### config.mk
export PLATFORM = sky130hd
export DESIGN_NAME = div_cntl
export DESIGN_NICKNAME = d
export VERILOG_FILES = /design/src/div_pkg.sv /design/src/div_seq.sv /design/src/div_qbit.sv /design/src/div_cin.sv /design/src/div_ccgen.sv /design/src/div_cntl.sv
export SDC_FILE = /design/constraint.sdc
export NUM_CORES = 1
export LEC_CHECK = 0
export BUFFER_PORTS_ARGS = -buffer_cell sky130_fd_sc_hd__buf_2
export CAP_MARGIN = 20
export CORE_MARGIN = 3
export CORE_UTILIZATION = 47
export CTS_CLUSTER_DIAMETER = 60
export DETAILED_ROUTE_END_ITERATION = 7
export GPL_TIMING_DRIVEN = 0
export PLACE_DENSITY = 0.87
export SYNTH_ARGS = -nofsm -noshare
export SYNTH_HDL_FRONTEND = slang
export SYNTH_HIERARCHICAL = 1
export SYNTH_SLANG_ARGS = --single-unit
### constraint.sdc
create_clock -name clk -period 3.4 [get_ports clk]
set_input_delay 0.34 -clock clk [delete_from_list [all_inputs] [get_ports clk]]
set_output_delay 0.34 -clock clk [all_outputs]
set_load 0.02 [all_outputs]
### src/div_pkg.sv
// Divider control package with state encoding, counter limits and condition-code layout

package div_pkg;

   ////////////////////////////////////////////////////////////////////
   // Sequencer states
   ////////////////////////////////////////////////////////////////////

   // One-hot, one bit per state
   typedef enum logic [5:0] {
      IDLE      = 6'b000001,
      RUN       = 6'b000010,
      LAST_CALC = 6'b000100,
      CHK_OVFL  = 6'b001000,
      FIX_OVFL  = 6'b010000,
      DONE      = 6'b100000
   } div_state_e;

   // Iteration counter
   localparam int unsigned DIV_CNT_W = 6;
   localparam logic [DIV_CNT_W-1:0] DIV_LAST_CNT = 6'd63;

   // Cycle counts seen from outside
   localparam int unsigned DIV_RUN_CYCLES  = 64;
   localparam int unsigned DIV_REQ_LATENCY = 68;

   ////////////////////////////////////////////////////////////////////
   // Condition codes
   ////////////////////////////////////////////////////////////////////
   localparam int unsigned CC_W       = 8;
   localparam int unsigned CC_ICC_LSB = 0;
   localparam int unsigned CC_XCC_LSB = 4;

   // Flag offsets within a nibble
   localparam int unsigned CC_N_BIT = 3;
   localparam int unsigned CC_Z_BIT = 2;
   localparam int unsigned CC_V_BIT = 1;
   localparam int unsigned CC_C_BIT = 0;

endpackage

### src/div_seq.sv
// One-hot division sequencer, iteration counter and decoded strobes

module div_seq (
   input  logic clk,
   input  logic rst_n,
   input  logic input_vld,
   input  logic wb_ack,
   input  logic div_abort,
   output logic sel_adder,
   output logic keep_d,
   output logic almostlast_cycle,
   output logic last_cycle,
   output logic wb_req
);

   import div_pkg::*;

   div_state_e           state_q;
   div_state_e           next_state;
   logic [DIV_CNT_W-1:0] cnt_q;
   logic                 cnt_last;

   ////////////////////////////////////////////////////////////////////
   // State register and next state
   ////////////////////////////////////////////////////////////////////
   always_ff @(posedge clk or negedge rst_n) begin
      if (!rst_n) begin
         state_q <= IDLE;
      end else begin
         state_q <= next_state;
      end
   end

   always_comb begin
      next_state = IDLE;
      unique case (state_q)
         IDLE:      next_state = input_vld ? RUN : IDLE;
         RUN:       next_state = cnt_last ? LAST_CALC : RUN;
         // Two staging states give the overflow check time on the result
         LAST_CALC: next_state = CHK_OVFL;
         CHK_OVFL:  next_state = FIX_OVFL;
         FIX_OVFL:  next_state = DONE;
         DONE:      next_state = wb_ack ? IDLE : DONE;
         default:   next_state = IDLE;
      endcase
      // Abort wins over everything
      if (div_abort) begin
         next_state = IDLE;
      end
   end

   ////////////////////////////////////////////////////////////////////
   // Iteration counter
   ////////////////////////////////////////////////////////////////////
   // Held at zero outside RUN
   always_ff @(posedge clk or negedge rst_n) begin
      if (!rst_n) begin
         cnt_q <= '0;
      end else if (state_q != RUN) begin
         cnt_q <= '0;
      end else begin
         cnt_q <= cnt_q + 1'b1;
      end
   end

   assign cnt_last = (cnt_q == DIV_LAST_CNT);

   // Strobes decoded from state
   assign sel_adder        = ((state_q == RUN) || (state_q == LAST_CALC)) && !input_vld;
   assign keep_d           = !(sel_adder || input_vld);
   // Final RUN cycle, masked by a load
   assign almostlast_cycle = (state_q == RUN) && cnt_last && !input_vld;
   assign last_cycle       = (state_q == LAST_CALC);
   assign wb_req           = (state_q == DONE);

endmodule

### src/div_qbit.sv
// Operand sign extension, quotient-bit prediction and subtract flop

module div_qbit (
   input  logic clk,
   input  logic rst_n,
   input  logic input_vld,
   input  logic almostlast_cycle,
   input  logic signed_div,
   input  logic dividend_msb,
   input  logic divisorin_31,
   input  logic xin_msb_l,
   input  logic d_msb,
   input  logic cout64,
   output logic dividend_sign,
   output logic xinmask,
   output logic keepx,
   output logic newq,
   output logic subtract,
   output logic subtract_l
);

   logic qpredict;
   logic firstlast_sub;
   logic q_next;
   logic sub_next;

   // Sign extension of dividend and divisor
   assign dividend_sign = signed_div & dividend_msb;
   assign xinmask       = signed_div & divisorin_31;

   ////////////////////////////////////////////////////////////////////
   // Quotient prediction
   ////////////////////////////////////////////////////////////////////
   // Bit 64 of the adder, late cout64 folded in last
   assign qpredict = ~(d_msb ^ subtract) ^ cout64;

   // First quotient bit comes from the dividend sign
   assign q_next = input_vld ? dividend_sign : qpredict;

   // First and last step subtract select
   // Signed case subtracts when dividend and divisor-in signs differ
   assign firstlast_sub = ~almostlast_cycle & (~signed_div | ~(dividend_msb ^ xin_msb_l));

   // Keep operation in the middle steps
   assign keepx    = ~(input_vld | almostlast_cycle);
   assign sub_next = keepx ? qpredict : (firstlast_sub ^ cout64);

   always_ff @(posedge clk or negedge rst_n) begin
      if (!rst_n) begin
         newq     <= 1'b0;
         subtract <= 1'b0;
      end else begin
         newq     <= q_next;
         subtract <= sub_next;
      end
   end

   assign subtract_l = ~subtract;

endmodule

### src/div_cin.sv
// Zero-remainder tracking and last-cycle carry-in correction

module div_cin (
   input  logic clk,
   input  logic rst_n,
   input  logic input_vld,
   input  logic almostlast_cycle,
   input  logic last_cycle,
   input  logic subtract,
   input  logic signed_div,
   input  logic x_msb,
   input  logic d_62,
   input  logic detect_zero_high,
   input  logic detect_zero_low,
   output logic cin
);

   logic detect_zero;
   logic divisor_sign;
   logic zero_rem_d;
   logic zero_rem_q;
   logic last_cin_d;
   logic last_cin_q;

   ////////////////////////////////////////////////////////////////////
   // Partial remainder zero tracking
   ////////////////////////////////////////////////////////////////////
   assign detect_zero = detect_zero_high & detect_zero_low;

   // Old flag only matters when this step is not zero
   assign zero_rem_d = ~input_vld & (~d_62 | almostlast_cycle) & (detect_zero | zero_rem_q);

   // Quotient correction for signed division
   assign divisor_sign = x_msb & signed_div;
   assign last_cin_d   = signed_div & ((divisor_sign & ~d_62) |
                                       (~divisor_sign & d_62 & ~zero_rem_d) |
                                       (divisor_sign & d_62 & zero_rem_d));

   always_ff @(posedge clk or negedge rst_n) begin
      if (!rst_n) begin
         zero_rem_q <= 1'b0;
         last_cin_q <= 1'b0;
      end else begin
         zero_rem_q <= zero_rem_d;
         last_cin_q <= last_cin_d;
      end
   end

   // Usually just subtract
   assign cin = last_cycle ? last_cin_q : subtract;

endmodule

### src/div_ccgen.sv
// Flag staging, divide overflow selects and detection, condition-code assembly

module div_ccgen (
   input  logic                      clk,
   input  logic                      rst_n,
   input  logic                      input_vld,
   input  logic                      signed_div,
   input  logic                      div64,
   input  logic                      dividend_msb,
   input  logic                      divisorin_31,
   input  logic                      upper32_equal,
   input  logic                      gencc_in_msb_l,
   input  logic                      gencc_in_31,
   input  logic                      low32_nonzero,
   output logic                      sel_64b,
   output logic                      sel_u32,
   output logic                      sel_pos32,
   output logic                      sel_neg32,
   output logic                      upper32_zero,
   output logic                      upper33_zero,
   output logic                      upper33_one,
   output logic [div_pkg::CC_W-1:0]  ccr_cc
);

   import div_pkg::*;

   logic upper32_equal_d1;
   logic msb_l_d1;
   logic bit31_d1;
   logic low32_nonzero_d1;
   logic inputs_neg_q;
   logic large_neg_ovfl;
   logic unsign_ovfl;
   logic pos_ovfl;
   logic neg_ovfl;
   logic div_v;

   // Datapath flags staged one cycle, sign case held from the load
   always_ff @(posedge clk or negedge rst_n) begin
      if (!rst_n) begin
         upper32_equal_d1 <= 1'b0;
         msb_l_d1         <= 1'b0;
         bit31_d1         <= 1'b0;
         low32_nonzero_d1 <= 1'b0;
         inputs_neg_q     <= 1'b0;
      end else begin
         upper32_equal_d1 <= upper32_equal;
         msb_l_d1         <= gencc_in_msb_l;
         bit31_d1         <= gencc_in_31;
         low32_nonzero_d1 <= low32_nonzero;
         if (input_vld) begin
            inputs_neg_q <= dividend_msb & divisorin_31;
         end
      end
   end

   ////////////////////////////////////////////////////////////////////
   // Overflow selects and detection
   ////////////////////////////////////////////////////////////////////
   // Largest negative over -1 turns positive in 32-bit mode
   assign large_neg_ovfl = inputs_neg_q & ~msb_l_d1;

   assign sel_64b   = div64;
   assign sel_u32   = ~div64 & ~signed_div;
   assign sel_pos32 = ~div64 & signed_div & (msb_l_d1 | large_neg_ovfl);
   assign sel_neg32 = ~div64 & signed_div & ~msb_l_d1 & ~large_neg_ovfl;

   assign upper32_zero = upper32_equal_d1 & msb_l_d1;
   assign upper33_zero = upper32_equal_d1 & msb_l_d1 & ~bit31_d1;
   assign upper33_one  = upper32_equal_d1 & ~msb_l_d1 & bit31_d1;

   assign unsign_ovfl = sel_u32 & ~upper32_zero;
   assign pos_ovfl    = sel_pos32 & ~upper33_zero;
   assign neg_ovfl    = sel_neg32 & ~upper33_one;
   assign div_v       = unsign_ovfl | pos_ovfl | neg_ovfl;

   // Condition codes, xcc high nibble and icc low
   always_comb begin
      ccr_cc = '0;
      ccr_cc[CC_XCC_LSB + CC_N_BIT] = ~msb_l_d1 & ~unsign_ovfl & ~pos_ovfl;
      ccr_cc[CC_XCC_LSB + CC_Z_BIT] = upper32_equal_d1 & msb_l_d1 & ~low32_nonzero_d1;
      ccr_cc[CC_XCC_LSB + CC_V_BIT] = 1'b0;
      ccr_cc[CC_XCC_LSB + CC_C_BIT] = 1'b0;
      ccr_cc[CC_ICC_LSB + CC_N_BIT] = (bit31_d1 & ~pos_ovfl) | neg_ovfl | unsign_ovfl;
      // Overflow masks zero
      ccr_cc[CC_ICC_LSB + CC_Z_BIT] = ~low32_nonzero_d1 & ~div_v;
      ccr_cc[CC_ICC_LSB + CC_V_BIT] = div_v;
      ccr_cc[CC_ICC_LSB + CC_C_BIT] = 1'b0;
   end

endmodule

### src/div_cntl.sv
// Divider control top level connecting sequencer, quotient, carry-in and cc blocks

module div_cntl (
   input  logic                     clk,
   input  logic                     rst_n,
   // Request and writeback
   input  logic                     input_vld,
   input  logic                     wb_ack,
   input  logic                     div_abort,
   // Mode
   input  logic                     signed_div,
   input  logic                     div64,
   // Datapath levels
   input  logic                     dividend_msb,
   input  logic                     divisorin_31,
   input  logic                     xin_msb_l,
   input  logic                     x_msb,
   input  logic                     d_msb,
   input  logic                     cout64,
   input  logic                     d_62,
   input  logic                     detect_zero_high,
   input  logic                     detect_zero_low,
   input  logic                     upper32_equal,
   input  logic                     gencc_in_msb_l,
   input  logic                     gencc_in_31,
   input  logic                     low32_nonzero,
   // Datapath controls
   output logic                     ld_inputs,
   output logic                     sel_adder,
   output logic                     keep_d,
   output logic                     almostlast_cycle,
   output logic                     last_cycle,
   output logic                     wb_req,
   output logic                     dividend_sign,
   output logic                     xinmask,
   output logic                     keepx,
   output logic                     newq,
   output logic                     subtract_l,
   output logic                     cin,
   // Overflow correction and cc
   output logic                     sel_64b,
   output logic                     sel_u32,
   output logic                     sel_pos32,
   output logic                     sel_neg32,
   output logic                     upper32_zero,
   output logic                     upper33_zero,
   output logic                     upper33_one,
   output logic [div_pkg::CC_W-1:0] ccr_cc
);

   logic subtract;

   // Load strobe straight from the request
   assign ld_inputs = input_vld;

   div_seq u_seq (
      .clk, .rst_n, .input_vld, .wb_ack, .div_abort,
      .sel_adder, .keep_d, .almostlast_cycle, .last_cycle, .wb_req
   );

   div_qbit u_qbit (
      .clk, .rst_n, .input_vld, .almostlast_cycle, .signed_div,
      .dividend_msb, .divisorin_31, .xin_msb_l, .d_msb, .cout64,
      .dividend_sign, .xinmask, .keepx, .newq, .subtract, .subtract_l
   );

   div_cin u_cin (
      .clk, .rst_n, .input_vld, .almostlast_cycle, .last_cycle, .subtract,
      .signed_div, .x_msb, .d_62, .detect_zero_high, .detect_zero_low, .cin
   );

   div_ccgen u_ccgen (
      .clk, .rst_n, .input_vld, .signed_div, .div64, .dividend_msb, .divisorin_31,
      .upper32_equal, .gencc_in_msb_l, .gencc_in_31, .low32_nonzero,
      .sel_64b, .sel_u32, .sel_pos32, .sel_neg32,
      .upper32_zero, .upper33_zero, .upper33_one, .ccr_cc
   );

endmodule

==> results.md <==
Worst hold path:
- The startpoint of the lowest-slack hold path is upper32_equal.
- The worst hold path belongs to the class primary input to flip-flop.

Run status:
- The run finished with clean final reports.

Route:
- The via count of the routed design is 1,106.
- In this run the remaining antenna-violating nets after routing total 0.
- In the routed layout, each cell is associated on average with a via count of 5.369.
- Dividing the detail-routed wire length by the instance count gives 13.60 µm.
- The total detailed-routing wirelength is 2.801 mm.
- The iteration-0 DRC count of the detailed router is 11.
- The count of TritonRoute iterations in the first routing pass is 4.
- After detailed routing, the number of remaining DRC violations is 0.

Floorplan:
- The I/O pin count is 47.
- The die is 56.37 µm wide.
- The core outline area is 2318 µm².
- The chip height is 56.37 µm.
- The area enclosed by the die boundary is 3178 µm².
- The total number of placement rows is 17.
- The initial utilization of the core area, before any placement, comes to 0.5143.

Synth:
- Synthesis handed over a netlist of 128 instances.
- Counting flops and latches in the post-synthesis netlist gives 21.
- The netlist area before placement is 1192 µm².
- Synthesis instantiated 41 different standard cells from the library.
- The mean post-synth cell area is 9.316 µm².
- Yosys printed 6 warnings.
- The sequential element share of the synthesized area is 0.4418.

Timing:
- Headroom to the max-slew limit came out at 0.4591.
- Setup violations remaining at the end of the flow were counted as 0.
- Hold timing on the final database bottoms out at a slack of 0.1327 ns.
- The worst path in the final design needs a cycle of 2.775 ns, including I/O delays and setup.
- Setup repair after global routing left no endpoint under its margin.
- The total count of max-transition violations in the final report is 0.
- The final number of hold-violating endpoints came to 0.
- Across the routed clock network, the largest skew measured is 0.003269 ns.
- The highest attainable clock frequency is 0.3604 GHz.
- Setup total negative slack on the finished layout was measured at 0 ns.
- For the pin with the worst max-slew slack, the measured transition is 0.8051 ns.
- In the finished design, the share of the clock period the worst path needs comes to 0.8162.

Layout:
- In the final layout, the share of cells above drive strength 1 is 0.3596.
- The non-filler instance count after layout is 206.
- 0 antenna diodes ended up in the layout.
- In the final design database the tool counted 200 nets.
- The final cell area excluding filler cells is 1486 µm².
- Compared with the post-synthesis result, the final layout area differs by 24.66%.
- The number of filler instances in the final layout is 202.

Clock tree:
- The root buffer cell is clkbuf_4.
- CTS built an H-tree with a depth of 1.
- Counting every sink on the clock net gives 21.
- Clock tree synthesis inserted a total of 3 buffers.
- The clock tree from TritonCTS is yes.
- In this run the deepest clock path goes through 2 buffers.
- The clock transition time at the flip-flop clock pins of the worst setup and hold paths is 0.11 ns.
- The number of gates resized after CTS was 0.
- The worst-skew pair later-pin latency is 0.30 ns.

Worst setup path:
- The dominant cell type by count on the critical path is buf_2.
- In this run the worst setup path begins at u_seq/state_q[4].
- The most critical setup path has its endpoint at almostlast_cycle.
- For the worst flop-to-flop path, the logic depth is 7.
- In this run the worst path has a maximum fanout of 9.
- STA puts the critical path data required time at 3.06 ns.
- In this design, the stage delay of the slowest critical-path cell is 0.71 ns.
- At the worst endpoint, the arrival time is 2.44 ns.
- The element type at the critical path start is a flip-flop.
- The slowest cell on the critical path is nor3_1.
- The critical path in this run is classified as flip-flop to primary output.
- In this run the critical register-to-register path is launched from u_seq/state_q[4].
- The element type at the critical path end is a primary output.
- The critical path goes through buf_2 > nor4_1 > nand2_1 > nor3_1 > buf_2.
- Setup slack on the worst reg-to-reg path comes out at 1.00 ns.
- In this run the critical register-to-register path is captured at u_cin/last_cin_q.

Place:
- The number of placed instances, taps included, is 201.
- The area after detailed placement is 1450 µm².
- Buffers placed on the I/O ports in this run total 43.
- The HPWL after detailed placement is 2.204 mm.
- The routability congestion estimate is 0.8898.

Global route:
- For this run, the total global-route usage over all layers was measured as 0.1883.
- The first global-routing pass estimated 4.802 mm of wire.
- The number of global-route vias before repair was 1,112.
- The final global-route overflow total is 0.
- Entering global routing, the biggest net connects 22 pins.
- The initial antenna violation count is 0.

Pwr:
- The leakage dissipation is 0.7354 nW.
- The power per unit of standard cell area is 342.3 nW/µm².
- The peak supply drop is 0.2563 mV.

Job:
- Across the run, the number of max-cap violations was 0.
[worst max-delay path: cells and delay by family (launching register included)]
kind	cells	cell delay, ns
flops	1	0.37
buf+inv	2	0.46
simple gates	3	1.30
[Yosys cell counts (all sizes together)]
library cell	instances	area, µm²
nand2b	4	25.02
nor3b	1	7.510
or3	2	12.51
mux2	1	11.26
a2111oi	2	30.03
nor3	10	50.05
o21a	1	7.510
or4b	1	10.01
or2	1	6.260
nor2b	3	18.77
buf	7	50.04
a21oi	5	28.78
xor2	2	17.52
nand3b	1	7.510
a31o	1	8.760
o21ba	1	10.01
and3	2	12.51
nand4	1	6.260
and4bb	1	12.51
inv	6	22.52
a221oi	1	15.01
and2	2	12.51
nor2	17	63.81
xnor2	5	43.79
conb	1	3.750
dfstp	1	26.28
ha	1	12.51
o21ai	4	20.01
nand2	10	37.54
a311oi	1	8.760
o31ai	1	12.51
nor4	2	12.51
o211ai	1	7.510
dfrtp	20	500.5
mux2i	2	20.02
nand4b	1	8.760
nand3	4	20.02
or4	1	11.26
[worst min path at each step]
stage                                     endpoint  slack (ns)  depth (start not counted)
after detailed placement          u_ccgen/bit31_d1        0.32                          1
final                     u_ccgen/upper32_equal_d1        0.13                          1
after floorplan                   u_ccgen/bit31_d1        0.04                          0
after CTS                 u_ccgen/upper32_equal_d1        0.12                          1
after global placement    u_ccgen/upper32_equal_d1        0.31                          1
after global routing      u_ccgen/upper32_equal_d1        0.11                          1
[per-stage QoR]
stage            util  power (W)  setup WS [ns]
6_report       0.6411  0.0005088         0.6249
5_1_grt        0.6411  0.0005379         0.2790
4_1_cts        0.6411  0.0005134         0.6077
3_5_place_dp   0.6255  0.0003923          1.004
3_3_place_gp   0.6255  0.0003878          1.043
2_1_floorplan       -  0.0003454         0.9233
[logic make-up (layout without fill, tap and decap cells)]
group,Yosys count,count (layout),synth area share
simple gates,64,64,0.2812
flops,21,21,0.4418
compound gates,18,18,0.1249
buf+inv,13,61,0.06085
xor+xnor,7,7,0.05142
mux,3,3,0.02623
fa+ha+maj,1,1,0.01049
other cells,1,3,0.003145
[routing by layer]
metal | part of all wire | vias up | routed length, µm | GRT usage
met5 | 0 | - | 0 | 0
met4 | 0.021 | 0 | 59 | 0.06102
met3 | 0.063 | 8 | 177 | 0.05747
met2 | 0.49 | 38 | 1386 | 0.3172
met1 | 0.42 | 518 | 1178 | 0.2287
li1 | - | 542 | - | -
[registers in the layout, summed over array words and instances, names as in the netlist]
signal / cells
u_seq/cnt_q: 6
u_seq/state_q: 6
u_ccgen/bit31_d1: 1
u_ccgen/upper32_equal_d1: 1
u_ccgen/msb_l_d1: 1
u_cin/last_cin_q: 1
u_cin/zero_rem_q: 1
u_ccgen/inputs_neg_q: 1
u_qbit/subtract: 1
u_ccgen/low32_nonzero_d1: 1
u_qbit/newq: 1
[where the power goes]
part	total, W	internal, W	switching [W]	leakage (nW)
Sequential	0.000271	0.000261	0.0000107	0.274
Clock	0.000120	0.0000458	0.0000745	0.0150
Combinational	0.000117	0.0000489	0.0000683	0.446
[layout make-up]
type / count / area (µm²) / share of cell area
plain buffers: 7 / 50.05 / 0.03367
clock buffers: 4 / 26.28 / 0.01768
inverters: 6 / 22.52 / 0.01515
multi-input cells: 96 / 600.6 / 0.4040
flip-flops and latches: 21 / 526.8 / 0.3544
well taps: 28 / 35.03 / 0.02357
repair buffers: 44 / 225.2 / 0.1515
[cells in the final DEF, fill, tap and decap left out, types with 3 or more instances in the layout]
master and n:
nand3_1 4, buf_4 6, xnor2_1 5, nor3_1 10
buf_2 44, clkbuf_4 3, nand2_1 10, nand2b_1 4
nor2b_1 3, conb_1 3, inv_1 6, dfrtp_1 20
a21oi_1 4, nor2_1 17, o21ai_0 3
[repair_timing]
action,CTS,global route
setup buffers,0,0
hold endpoints to repair,20,0
hold buffers,1,0
(Power assumes the default switching activity.)
